[config.mk]
export PLATFORM = sky130hd
export DESIGN_NAME = decomp_engine_top
export DESIGN_NICKNAME = d
export VERILOG_FILES = /design/src/source/decomp_pkg.sv /design/src/source/ahb_burst_master.sv /design/src/source/block_sequencer.sv /design/src/source/decomp_dispatch.sv /design/src/source/decomp_engine_top.sv
export SDC_FILE = /design/constraint.sdc
export NUM_CORES = 1
export LEC_CHECK = 0
export ABC_AREA = 1
export BUFFER_PORTS_ARGS = -buffer_cell sky130_fd_sc_hd__buf_2
export CAP_MARGIN = 30
export CORE_AREA = 2 2 175 177
export DETAILED_ROUTE_END_ITERATION = 6
export DIE_AREA = 0 0 177 179
export PLACE_DENSITY = 0.75
export RECOVER_POWER = 50
export SYNTH_ARGS = -nofsm -noshare
export SYNTH_HDL_FRONTEND = slang
export SYNTH_SLANG_ARGS = --single-unit
export TNS_END_PERCENT = 20
[constraint.sdc]
create_clock -name clk -period 11.3 [get_ports clk]
set_input_delay 3.39 -clock clk [delete_from_list [all_inputs] [get_ports clk]]
set_output_delay 3.39 -clock clk [all_outputs]
set_load 0.005 [all_outputs]
[src/source/decomp_pkg.sv]
package decomp_pkg;

    // --------------------------------------------------
    // AHB encodings
    // --------------------------------------------------
    localparam logic [1:0] HTRANS_IDLE   = 2'b00;
    localparam logic [1:0] HTRANS_NONSEQ = 2'b10;
    localparam logic [1:0] HTRANS_SEQ    = 2'b11;

    localparam logic [2:0] HSIZE_WORD    = 3'b010;
    localparam logic [2:0] HBURST_INCR16 = 3'b111;

    // non-cacheable, non-bufferable, user data access
    localparam logic [3:0] HPROT_DATA    = 4'b0001;

    localparam int unsigned BURST_BEATS  = 16;
    localparam int unsigned BLOCK_BYTES  = 64;

    typedef logic [3:0] beat_idx_t;

    // --------------------------------------------------
    // bus and internal payloads
    // --------------------------------------------------
    typedef struct packed {
        logic        hbusreq;
        logic [31:0] haddr;
        logic [1:0]  htrans;
        logic        hwrite;
        logic [2:0]  hsize;
        logic [2:0]  hburst;
        logic [3:0]  hprot;
        logic [31:0] hwdata;
    } ahb_mst_out_t;

    typedef struct packed {
        logic        hgrant;
        logic        hready;
        logic [31:0] hrdata;
    } ahb_mst_in_t;

    typedef struct packed {
        logic [31:0] addr;
        logic        write;
    } burst_cmd_t;

    typedef struct packed {
        logic        valid;
        beat_idx_t   idx;
        logic [31:0] data;
    } rd_beat_t;

    // wren is one-hot over the three decompressor channels
    typedef struct packed {
        logic [2:0]  wren;
        logic        sop;
        logic        eop;
        logic [31:0] data;
    } decomp_wr_t;

endpackage

[src/source/ahb_burst_master.sv]
`timescale 1ns/1ps

module ahb_burst_master (
    input  logic                     clk,
    input  logic                     rst_n,
    input  logic                     start_i,
    input  decomp_pkg::burst_cmd_t   cmd_i,
    input  decomp_pkg::ahb_mst_in_t  ahb_i,
    input  logic [31:0]              wdata_i,
    output decomp_pkg::ahb_mst_out_t ahb_o,
    output decomp_pkg::rd_beat_t     rd_beat_o,
    output logic                     wr_addr_valid_o,
    output decomp_pkg::beat_idx_t    wr_addr_idx_o,
    output logic                     done_o
);

    // address phase : | 0 | 1 | ... |14 |15 |
    // data phase    :     | 0 | ... |13 |14 |15 |
    //               FIRST_ADDR   MIDDLE     LAST_DATA
    typedef enum logic [2:0] {
        S_IDLE,
        S_BUSREQ,
        S_FIRST_ADDR,
        S_MIDDLE,
        S_LAST_DATA
    } state_t;

    state_t                state;
    logic                  hbusreq;
    logic [1:0]            htrans;
    logic                  hwrite;
    logic [31:0]           haddr;
    logic [31:0]           hwdata;
    decomp_pkg::beat_idx_t addr_cnt;
    decomp_pkg::beat_idx_t data_cnt;
    logic                  done_q;
    logic                  addr_acc;
    logic                  data_acc;
    logic                  last_addr;

    // address phase taken by the slave this cycle
    assign addr_acc  = (htrans != decomp_pkg::HTRANS_IDLE) && ahb_i.hready;
    // data phase completes this cycle
    assign data_acc  = ((state == S_MIDDLE) || (state == S_LAST_DATA)) && ahb_i.hready;
    assign last_addr = (addr_cnt == decomp_pkg::beat_idx_t'(decomp_pkg::BURST_BEATS - 1));

    // --------------------------------------------------
    // control
    // --------------------------------------------------
    always_ff @(posedge clk) begin
        if (!rst_n) begin
            state    <= S_IDLE;
            hbusreq  <= 1'b0;
            htrans   <= decomp_pkg::HTRANS_IDLE;
            hwrite   <= 1'b0;
            addr_cnt <= '0;
            data_cnt <= '0;
            done_q   <= 1'b0;
        end else begin
            done_q <= 1'b0;
            if (addr_acc) begin
                addr_cnt <= addr_cnt + 1'b1;
            end
            if (data_acc) begin
                data_cnt <= data_cnt + 1'b1;
            end
            case (state)
                S_IDLE: begin
                    if (start_i) begin
                        hbusreq  <= 1'b1;
                        hwrite   <= cmd_i.write;
                        addr_cnt <= '0;
                        data_cnt <= '0;
                        state    <= S_BUSREQ;
                    end
                end
                S_BUSREQ: begin
                    // keep requesting until the arbiter grants
                    if (ahb_i.hgrant) begin
                        htrans <= decomp_pkg::HTRANS_NONSEQ;
                        state  <= S_FIRST_ADDR;
                    end
                end
                S_FIRST_ADDR: begin
                    if (ahb_i.hready) begin
                        htrans <= decomp_pkg::HTRANS_SEQ;
                        state  <= S_MIDDLE;
                    end
                end
                S_MIDDLE: begin
                    if (ahb_i.hready && last_addr) begin
                        hbusreq <= 1'b0;
                        htrans  <= decomp_pkg::HTRANS_IDLE;
                        state   <= S_LAST_DATA;
                    end
                end
                S_LAST_DATA: begin
                    if (ahb_i.hready) begin
                        done_q <= 1'b1;
                        state  <= S_IDLE;
                    end
                end
                default: begin
                    state <= S_IDLE;
                end
            endcase
        end
    end

    // address steps one word per accepted phase, write data trails by one
    always_ff @(posedge clk) begin
        if ((state == S_IDLE) && start_i) begin
            haddr <= cmd_i.addr;
        end else if (addr_acc) begin
            haddr <= haddr + 32'd4;
        end
        if (wr_addr_valid_o) begin
            hwdata <= wdata_i;
        end
    end

    // --------------------------------------------------
    // outputs
    // --------------------------------------------------
    assign ahb_o = '{
        hbusreq: hbusreq,
        haddr:   haddr,
        htrans:  htrans,
        hwrite:  hwrite,
        hsize:   decomp_pkg::HSIZE_WORD,
        hburst:  decomp_pkg::HBURST_INCR16,
        hprot:   decomp_pkg::HPROT_DATA,
        hwdata:  hwdata
    };

    assign rd_beat_o = '{valid: data_acc && !hwrite, idx: data_cnt, data: ahb_i.hrdata};

    assign wr_addr_valid_o = addr_acc && hwrite;
    assign wr_addr_idx_o   = addr_cnt;
    assign done_o          = done_q;

    // first NONSEQ of a burst follows a sampled grant
    a_nonseq_granted: assert property (@(posedge clk) disable iff (!rst_n)
        (htrans == decomp_pkg::HTRANS_NONSEQ) && ($past(htrans) == decomp_pkg::HTRANS_IDLE)
            |-> $past(ahb_i.hgrant));

    // stalled address stays on the bus
    a_addr_hold: assert property (@(posedge clk) disable iff (!rst_n)
        (htrans != decomp_pkg::HTRANS_IDLE) && !ahb_i.hready |=> $stable(haddr));

endmodule

[src/source/block_sequencer.sv]
`timescale 1ns/1ps

module block_sequencer #(
    parameter int LEN_W = 26
) (
    input  logic                   clk,
    input  logic                   rst_n,
    input  logic                   start_i,
    input  logic [LEN_W-1:0]       len_i,
    input  logic [31:0]            src_addr_i,
    input  logic [31:0]            dst_addr_i,
    input  logic                   decomp_done_i,
    input  logic                   burst_done_i,
    input  logic                   wr_addr_valid_i,
    input  decomp_pkg::beat_idx_t  wr_addr_idx_i,
    input  logic [63:0]            decomp_rdata_i,
    output logic                   done_o,
    output logic                   burst_start_o,
    output decomp_pkg::burst_cmd_t burst_cmd_o,
    output logic [3:0]             buf_addr_o,
    output logic [31:0]            wdata_o
);

    typedef enum logic [2:0] {
        S_IDLE,
        S_READ,
        S_DECOMP,
        S_WR_LO,
        S_WR_HI
    } state_t;

    state_t                 state;
    logic [LEN_W-1:0]       blk_cnt;
    logic [LEN_W-1:0]       blk_next;
    logic [31:0]            src_next;
    logic [31:0]            dst_base;
    logic                   wr_half;
    logic                   launch;
    logic                   burst_start_q;
    logic                   burst_busy;
    decomp_pkg::burst_cmd_t cmd_n;
    decomp_pkg::burst_cmd_t cmd_q;

    assign blk_next = blk_cnt + 1'b1;
    // source advances 64 bytes per block, destination 128
    assign src_next = src_addr_i + 32'(blk_next) * decomp_pkg::BLOCK_BYTES;
    assign dst_base = dst_addr_i + 32'(blk_cnt) * (2 * decomp_pkg::BLOCK_BYTES);
    assign wr_half  = (state == S_WR_HI);

    // --------------------------------------------------
    // next burst
    // --------------------------------------------------
    always_comb begin
        launch = 1'b0;
        cmd_n  = cmd_q;
        case (state)
            S_IDLE: begin
                launch = start_i && (len_i != '0);
                cmd_n  = '{addr: src_addr_i, write: 1'b0};
            end
            S_DECOMP: begin
                launch = decomp_done_i;
                cmd_n  = '{addr: dst_base, write: 1'b1};
            end
            S_WR_LO: begin
                launch = burst_done_i;
                cmd_n  = '{addr: dst_base + decomp_pkg::BLOCK_BYTES, write: 1'b1};
            end
            S_WR_HI: begin
                // read of the following block, unless this was the last one
                launch = burst_done_i && (blk_next != len_i);
                cmd_n  = '{addr: src_next, write: 1'b0};
            end
            default: begin
                launch = 1'b0;
            end
        endcase
    end

    always_ff @(posedge clk) begin
        if (!rst_n) begin
            state         <= S_IDLE;
            blk_cnt       <= '0;
            burst_start_q <= 1'b0;
            burst_busy    <= 1'b0;
        end else begin
            burst_start_q <= launch;
            // outstanding from the start pulse until the done pulse
            if (burst_start_q) begin
                burst_busy <= 1'b1;
            end else if (burst_done_i) begin
                burst_busy <= 1'b0;
            end
            case (state)
                S_IDLE: begin
                    if (launch) begin
                        blk_cnt <= '0;
                        state   <= S_READ;
                    end
                end
                S_READ: begin
                    if (burst_done_i) begin
                        state <= S_DECOMP;
                    end
                end
                S_DECOMP: begin
                    if (decomp_done_i) begin
                        state <= S_WR_LO;
                    end
                end
                S_WR_LO: begin
                    if (burst_done_i) begin
                        state <= S_WR_HI;
                    end
                end
                S_WR_HI: begin
                    if (burst_done_i) begin
                        if (blk_next == len_i) begin
                            state <= S_IDLE;
                        end else begin
                            blk_cnt <= blk_next;
                            state   <= S_READ;
                        end
                    end
                end
                default: begin
                    state <= S_IDLE;
                end
            endcase
        end
    end

    always_ff @(posedge clk) begin
        if (launch) begin
            cmd_q <= cmd_n;
        end
    end

    // --------------------------------------------------
    // write data from the output buffer
    // --------------------------------------------------
    // two beats per 64-bit entry, eight entries per burst
    assign buf_addr_o = {wr_half, wr_addr_idx_i[3:1]};

    always_comb begin
        wdata_o = '0;
        if (wr_addr_valid_i) begin
            wdata_o = wr_addr_idx_i[0] ? decomp_rdata_i[63:32] : decomp_rdata_i[31:0];
        end
    end

    assign burst_start_o = burst_start_q;
    assign burst_cmd_o   = cmd_q;
    // start masks done so a status poll right after a command sees busy
    assign done_o        = (state == S_IDLE) && !start_i;

    // one burst in flight at a time
    a_one_burst: assert property (@(posedge clk) disable iff (!rst_n)
        burst_start_o |-> !burst_busy);

endmodule

[src/source/decomp_dispatch.sv]
`timescale 1ns/1ps

module decomp_dispatch (
    input  logic                   clk,
    input  logic                   rst_n,
    input  decomp_pkg::rd_beat_t   rd_beat_i,
    output decomp_pkg::decomp_wr_t decomp_o
);

    logic [1:0]  chan_q;
    logic [1:0]  chan_sel;
    logic [2:0]  wren_q;
    logic        sop_q;
    logic        eop_q;
    logic [31:0] data_q;
    logic        first_beat;
    logic        last_beat;

    assign first_beat = rd_beat_i.valid && (rd_beat_i.idx == '0);
    assign last_beat  = rd_beat_i.valid &&
        (rd_beat_i.idx == decomp_pkg::beat_idx_t'(decomp_pkg::BURST_BEATS - 1));

    // header decode on beat 0, held for the rest of the block
    always_comb begin
        chan_sel = chan_q;
        if (first_beat) begin
            if (rd_beat_i.data[31]) begin
                chan_sel = 2'd0;
            end else if (!rd_beat_i.data[30]) begin
                chan_sel = 2'd1;
            end else begin
                chan_sel = 2'd2;
            end
        end
    end

    always_ff @(posedge clk) begin
        if (!rst_n) begin
            chan_q <= 2'd0;
            wren_q <= 3'b000;
            sop_q  <= 1'b0;
            eop_q  <= 1'b0;
        end else begin
            chan_q <= chan_sel;
            wren_q <= rd_beat_i.valid ? (3'b001 << chan_sel) : 3'b000;
            sop_q  <= first_beat;
            eop_q  <= last_beat;
        end
    end

    always_ff @(posedge clk) begin
        if (rd_beat_i.valid) begin
            data_q <= rd_beat_i.data;
        end
    end

    assign decomp_o = '{wren: wren_q, sop: sop_q, eop: eop_q, data: data_q};

    a_wren_onehot: assert property (@(posedge clk) disable iff (!rst_n)
        (wren_q != 3'b000) |-> $onehot(wren_q));

endmodule

[src/source/decomp_engine_top.sv]
`timescale 1ns/1ps

module decomp_engine_top #(
    parameter int LEN_W = 26
) (
    input  logic                     clk,
    input  logic                     rst_n,
    input  logic [31:0]              src_addr_i,
    input  logic [31:0]              dst_addr_i,
    input  logic [LEN_W-1:0]         len_i,
    input  logic                     start_i,
    output logic                     done_o,
    output decomp_pkg::ahb_mst_out_t ahb_o,
    input  decomp_pkg::ahb_mst_in_t  ahb_i,
    output decomp_pkg::decomp_wr_t   decomp_o,
    input  logic                     decomp_done_i,
    output logic [3:0]               buf_addr_o,
    input  logic [63:0]              decomp_rdata_i
);

    logic                   burst_start;
    logic                   burst_done;
    decomp_pkg::burst_cmd_t burst_cmd;
    decomp_pkg::rd_beat_t   rd_beat;
    logic                   wr_addr_valid;
    decomp_pkg::beat_idx_t  wr_addr_idx;
    logic [31:0]            wdata;

    // --------------------------------------------------
    // block phases and buffer addressing
    // --------------------------------------------------
    block_sequencer #(
        .LEN_W(LEN_W)
    ) u_seq (
        .clk             (clk),
        .rst_n           (rst_n),
        .start_i         (start_i),
        .len_i           (len_i),
        .src_addr_i      (src_addr_i),
        .dst_addr_i      (dst_addr_i),
        .decomp_done_i   (decomp_done_i),
        .burst_done_i    (burst_done),
        .wr_addr_valid_i (wr_addr_valid),
        .wr_addr_idx_i   (wr_addr_idx),
        .decomp_rdata_i  (decomp_rdata_i),
        .done_o          (done_o),
        .burst_start_o   (burst_start),
        .burst_cmd_o     (burst_cmd),
        .buf_addr_o      (buf_addr_o),
        .wdata_o         (wdata)
    );

    // bus side, one INCR16 at a time
    ahb_burst_master u_mst (
        .clk             (clk),
        .rst_n           (rst_n),
        .start_i         (burst_start),
        .cmd_i           (burst_cmd),
        .ahb_i           (ahb_i),
        .wdata_i         (wdata),
        .ahb_o           (ahb_o),
        .rd_beat_o       (rd_beat),
        .wr_addr_valid_o (wr_addr_valid),
        .wr_addr_idx_o   (wr_addr_idx),
        .done_o          (burst_done)
    );

    decomp_dispatch u_disp (
        .clk       (clk),
        .rst_n     (rst_n),
        .rd_beat_i (rd_beat),
        .decomp_o  (decomp_o)
    );

endmodule

==> run_results.csv, run 1 <==
group,metric,value,unit
logic_synthesis,synth_top_cell_area_share,0.292,
clock_tree,cts_resized,0,
setup_path,crit_type,"in2out",
grt,grt_pass1_wl,67200,um
setup_path,reg2reg_from,"u_seq.blk_cnt[0]$_SDFFE_PN0P_",
logic_synthesis,synth-main-ff-cell,"edfxtp_1",
logic_synthesis,synthSimpleGateAreaFrac,0.338,
placement,dpl-instance-area,15100,sq um
floorplanning,dieArea,31700,sq um
clock_tree,numCtsBuffers,17,
timing,finalCritPeriodShare,0.635,
timing,period_minus_slack,7.17,ns
route,routed_wl,44800,um
finish,stdcell_count,2559,
finish,final_common_cell,"nand2_1",
timing,worst_slew_pin_slew,1.85,ns
grt,overflow,0,
finish,syn2layout_area_growth,17.8,%
timing,finClkSkew,0.0164,ns
setup_path,cp-start-kind,"input pin",
logic_synthesis,ys_seq_area_frac,0.372,
setup_path,r2r_end,"u_seq.burst_cmd_o[31]$_DFFE_PP_",
timing,hold_viol_final,0,
timing,grt_setup_unrepaired,"no",
placement,gp_congestion,0.970,
route,initialDrtViolationCount,1254,
timing,setup_viol,0,
finish,drive_gt1_frac,0.149,
setup_path,cp.arrival,3.78,ns
clock_tree,hold_buffers,0,
clock_tree,cts-htree-levels,4,
timing,fin_setup_tns,0,ns
setup_path,reg2reg_slack,7.32,ns
floorplanning,die_w,177,um
grt,grt_pass1_vias,12600,
route,dr.pass1.iters,5,
clock_tree,cts_tree,"yes",
logic_synthesis,synth_top_area_cell,"edfxtp_1",
clock_tree,cts.sinks,182,
logic_synthesis,synth.cell_area,13200,sq um
finish,nFillCells,2978,
finish,final_area,15600,sq um
timing,drv_slew,68,
setup_path,crit_end,"done_o",
outcome,violations,"capacitance limit, slew limit",
setup_path,crit_path_start,"start_i",
finish,multiInputGateArea,7250,sq um
placement,port_buffers,301,
logic_synthesis,synthMuxAreaShare,0,
finish,final_nets,2397,
clock_tree,clk-insertion-delay-late,0.44,ns
route,drc_errors,0,
finish,mostFrequentLayoutCells,"nand2_1, buf_2, inv_1",
logic_synthesis,synth_seq_cells,182,
floorplanning,io_pins,312,
logic_synthesis,synthAdderAreaFrac,0.0550,
pwr,p_leak,7.21,nW
logic_synthesis,synth_edf_count,129,
floorplanning,core_area,30000,sq um
clock_tree,clkSlewWorstSetupHoldPaths,0.08,ns
grt,antenna_found_initial,5,
floorplanning,fp-row-count,64,
clock_tree,cts_setup_buffers,0,
pwr,ir_worst_vdd,112,uV
logic_synthesis,yosys_warnings,0,
timing,whs,0.447,ns
setup_path,crit_path_end_kind,"output port",
run,cap_violations,2,
setup_path,crit_path_max_fanout,2,
setup_path,critPathRequiredTime,7.91,ns
logic_synthesis,synth-xor-area-share,0.0373,
logic_synthesis,synthCells,1860,
finish,postLayoutCoreUtil,0.520,
route,viasPerCell,5.37,
route,num_vias,13700,
route,ant_nets,0,
floorplanning,initial_utilization,0.441,
logic_synthesis,syn_avg_cell_area,7.12,sq um
setup_path,r2r_cells,19,
floorplanning,die_h,179,um
logic_synthesis,synth_top_family_by_area,"simple AND/OR/NAND/NOR gates",
clock_tree,cts_buffer_depth,2,
timing,slew_headroom,-0.235,
placement,preCtsSetupSlack,4.12,ns
clock_tree,cts_root_buffer,"clkbuf_16",
route,post_drt_wl_per_cell,17.5,um
timing,fmax,139,MHz
timing,setup_slack,4.13,ns
logic_synthesis,synth_cell_types,58,
pwr,power_density,206,nW/um^2
logic_synthesis,ys_top_cells_by_area,"edfxtp_1, nand2_1, dfxtp_1, inv_1, ha_1",
min_path,hold_class,"reg2reg",
finish,seqCellArea,4930,sq um
placement,place_inst,2525,
logic_synthesis,synthArstFlopShare,0,
outcome,status,"finished with violations",
grt,grt_max_degree,40,
placement,hpwl,36800,um
grt,grt_util_all_layers,0.274,
logic_synthesis,synth_compound_area_frac,0.114,
pwr,finalPower,3.22,mW
-- metal layers --
layer | share of wire | GRT usage | vias up
met5 | 0.00054 | 0 | -
met2 | 0.46 | 0.452 | 603
li1 | - | - | 6717
met4 | 0.037 | 0.110 | 4
met1 | 0.43 | 0.358 | 6325
met3 | 0.074 | 0.0450 | 96
-- how the worst min path moves through the flow --
stage                          startpoint                          to  slack [ns]  cells after the start
6_report       u_mst.hbusreq$_SDFFE_PN0P_  u_mst.hbusreq$_SDFFE_PN0P_        0.45                      2
2_1_floorplan  u_mst.hbusreq$_SDFFE_PN0P_  u_mst.hbusreq$_SDFFE_PN0P_        0.42                      2
3_3_place_gp   u_mst.hbusreq$_SDFFE_PN0P_  u_mst.hbusreq$_SDFFE_PN0P_        0.44                      2
4_1_cts        u_mst.hbusreq$_SDFFE_PN0P_  u_mst.hbusreq$_SDFFE_PN0P_        0.45                      2
3_5_place_dp   u_mst.hbusreq$_SDFFE_PN0P_  u_mst.hbusreq$_SDFFE_PN0P_        0.44                      2
5_1_grt        u_mst.hbusreq$_SDFFE_PN0P_  u_mst.hbusreq$_SDFFE_PN0P_        0.50                      2
-- power by group --
| group | internal (mW) | switching [mW] |
|---|---|---|
| combinational | 0.459 | 0.993 |
| clock | 0.326 | 0.312 |
| sequential | 0.961 | 0.167 |
-- logic make-up (layout without fill, tap and decap cells) --
kind of cell	count (synthesis)	in the layout
other	2	12
adder cells (fa/ha/maj)	57	57
XOR/XNOR	49	49
flip-flops	182	182
buffers and inverters	262	555
AND/OR/NAND/NOR	1038	1038
AO/OA/AOI/OAI	270	270
-- synth_stat cells (all sizes together) (2+ instances only) --
| cell type | number |
|---|---|
| o22ai | 3 |
| conb | 2 |
| nor2 | 206 |
| nand4 | 44 |
| a31oi | 5 |
| a211oi | 4 |
| edfxtp | 129 |
| o21ai | 99 |
| xor2 | 28 |
| xor3 | 2 |
| a21oi | 122 |
| clkbuf | 25 |
| nand3b | 17 |
| inv | 209 |
| nand3 | 109 |
| o21bai | 8 |
| xnor3 | 2 |
| o2111ai | 11 |
| nor4 | 7 |
| clkinv | 3 |
| or2 | 5 |
| nor3 | 33 |
| fa | 2 |
| buf | 25 |
| o21a | 5 |
| nor3b | 3 |
| o211ai | 3 |
| nand2 | 612 |
| xnor2 | 17 |
| o31ai | 3 |
| dfxtp | 53 |
| ha | 55 |
| a311oi | 2 |
-- final cells by class --
class	instances	area share
antenna	2	0.000321
clock buffer	17	0.0273
clock inverter	15	0.0136
inverter	212	0.0515
multi-input combinational	1424	0.465
sequential	182	0.316
tap	396	0.0318
timing repair buffer	311	0.0947
-- worst max-delay path: stages --
cell and delay (ns):
buf_2 0.11, nor3_1 0.15, buf_2 0.14
-- flip-flops by register name (all words and copies together) (netlist names) --
name                 cells
u_seq.burst_cmd_o       33
u_disp.data_q           32
u_mst.haddr             32
u_mst.hwdata            32
u_seq.blk_cnt           26
u_mst.data_cnt           4
u_mst.wr_addr_idx_o      4
u_disp.wren_q            3
u_mst.state              3
u_seq.state              3
u_disp.chan_q            2
u_mst.htrans             2
u_disp.eop_q             1
u_disp.sop_q             1
u_mst.done_o             1
u_mst.hbusreq            1
u_mst.hwrite             1
u_seq.burst_start_o      1
(Power assumes the default switching activity.)
==> inputs of run 2 (changes only) <==
- clock period: 11.3 -> 7.31 ns (I/O delays scaled with it)
==> run 2 against run 1 <==
  * The flow still finishes with violations (capacitance limit, slew limit)
  * Count of clock-buffer cells in the layout is the same
  * Routed wire length is 4.3% higher
  * Sequential power increased by 55%
  * Die area unchanged
  * Worst setup slack worse by 1.9 ns
  * Hold slack better by 0.0065 ns
  * Clock skew is 0.0011 ns higher
  * First-iteration DRC count is 5.2% higher
  * Sequential share of layout area hardly changed
  * Sequential cell count unchanged
  * Power increased by 55%
  * Register-to-register slack worse by 5.1 ns
  * Critical endpoint is now u_seq.burst_cmd_o[19]$_DFFE_PP_
==> run_results.csv, run 2 (same netlist as run 1, synthesis figures left out) <==
group,metric,value,unit
clock_tree,cts_buffer_depth,2,
setup_path,cp.arrival,5.17,ns
pwr,finalPower,4.98,mW
floorplanning,dieArea,31700,sq um
timing,slew_headroom,-0.312,
pwr,ir_worst_vdd,190,uV
finish,mostFrequentLayoutCells,"nand2_1, buf_2, inv_1",
setup_path,crit_top_cell,"nor2_1",
finish,final_nets,2397,
clock_tree,cts.sinks,182,
floorplanning,io_pins,312,
route,ant_nets,0,
clock_tree,cts_resized,0,
run,cap_violations,3,
outcome,status,"finished with violations",
placement,hpwl,37900,um
timing,setup_slack,2.22,ns
setup_path,max_stage_delay,1.44,ns
placement,preCtsSetupSlack,2.18,ns
setup_path,critPathRequiredTime,7.39,ns
setup_path,crit_type,"reg2reg",
clock_tree,cts-htree-levels,4,
setup_path,cp_top_family,"buffers and inverters",
clock_tree,clkSlewWorstSetupHoldPaths,0.09,ns
clock_tree,cts_tree,"yes",
floorplanning,fp-row-count,64,
setup_path,slowest_stage,"clkbuf_1",
outcome,violations,"capacitance limit, slew limit",
placement,port_buffers,301,
grt,grt_pass1_vias,12500,
finish,drive_gt1_frac,0.149,
clock_tree,numCtsBuffers,17,
finish,final_area,15600,sq um
clock_tree,cts_setup_buffers,0,
finish,largest_register_ff_count,33,
clock_tree,clk-insertion-delay-late,0.45,ns
timing,setup_viol,0,
timing,fmax,196,MHz
setup_path,cp-start-kind,"flip-flop",
grt,grt_max_degree,41,
finish,final_common_cell,"nand2_1",
route,dr.pass1.iters,6,
placement,gp_congestion,0.985,
clock_tree,hold_buffers,0,
timing,drv_slew,117,
setup_path,crit_path_max_fanout,38,
route,routed_wl,46800,um
clock_tree,cts_root_buffer,"clkbuf_16",
pwr,power_density,319,nW/um^2
route,post_drt_wl_per_cell,18.3,um
floorplanning,die_h,179,um
timing,finClkSkew,0.0175,ns
finish,nFillCells,2995,
finish,syn2layout_area_growth,17.8,%
grt,overflow,0,
timing,worst_slew_pin_slew,1.97,ns
grt,antenna_found_initial,1,
route,viasPerCell,5.40,
setup_path,crit_chain,"nor2_1 > inv_1 > nor2_1 > clkbuf_1 > clkinv_1 > nor2_1 > nand2_4 > nand2_1 > buf_4",
timing,finalCritPeriodShare,0.697,
timing,fin_setup_tns,0,ns
floorplanning,core_area,30000,sq um
setup_path,crit_path_end_kind,"flip-flop",
route,num_vias,13800,
grt,grt_util_all_layers,0.283,
pwr,p_leak,7.19,nW
grt,grt_pass1_wl,68600,um
floorplanning,initial_utilization,0.441,
timing,period_minus_slack,5.09,ns
route,drc_errors,0,
floorplanning,die_w,177,um
route,initialDrtViolationCount,1319,
timing,hold_viol_final,0,
min_path,hold_class,"reg2reg",
timing,grt_setup_unrepaired,"no",
setup_path,path_buf_inv,4,
placement,dpl-instance-area,15100,sq um
run 2: cell count changes in the layout (fill, tap and decap cells not counted), moves of 2 or more:
| cell | previous run | this run |
|---|---|---|
| inv_8 | 4 | 2 |
| buf_2 | 221 | 218 |
| inv_12 | 2 | 4 |
| clkbuf_1 | 82 | 86 |
run 2: final cells by class:
class                   count  area [sq um]  share of cell area
multi-input cells        1424          7260               0.465
flip-flops and latches    182          4930               0.316
repair buffers            311          1470              0.0942
inverters                 212           803              0.0515
well taps                 396           495              0.0318
clock buffers              17           425              0.0273
clock inverters            15           209              0.0134
diodes                      1          2.50            0.000160
run 2: power by group:
| group | internal, mW | switching [mW] | total (mW) |
|---|---|---|---|
| logic | 0.711 | 1.54 | 2.25 |
| clock network | 0.477 | 0.502 | 0.980 |
| registers | 1.48 | 0.270 | 1.75 |
run 2: routing by layer:
layer,vias up,global-route usage,part of all wire
met4,2,0.111,0.038
met2,616,0.476,0.47
met1,6368,0.369,0.42
li1,6740,-,-
met3,91,0.0367,0.075
met5,-,0,0.00028
run 2: stage by stage:
stage | hold WS [ns] | cells | util
after floorplan | 0.423 | 1868 | -
final | 0.454 | 2558 | 0.520
after global routing | 0.486 | 2557 | 0.519
after detailed placement | 0.441 | 2524 | 0.502
after CTS | 0.455 | 2556 | 0.523
after global placement | 0.440 | 2524 | 0.502
run 2: worst reg2reg max path: cells and delay by family, from the launching register on:
kind,cells,cell delay (ns)
DFF,1,0.37
and+or+nand+nor,5,1.10
buffers and inverters,4,3.25
run 2: final timing paths:
path / startpoint / to / slack, ns / cells past startpoint
min: u_mst.hbusreq$_SDFFE_PN0P_ / u_mst.hbusreq$_SDFFE_PN0P_ / 0.45 / 2
min reg2reg: u_mst.hbusreq$_SDFFE_PN0P_ / u_mst.hbusreq$_SDFFE_PN0P_ / 0.45 / 2
max: u_seq.state[0]$_SDFFE_PN0P_ / u_seq.burst_cmd_o[19]$_DFFE_PP_ / 2.22 / 9
max reg2reg: u_seq.state[0]$_SDFFE_PN0P_ / u_seq.burst_cmd_o[19]$_DFFE_PP_ / 2.22 / 9
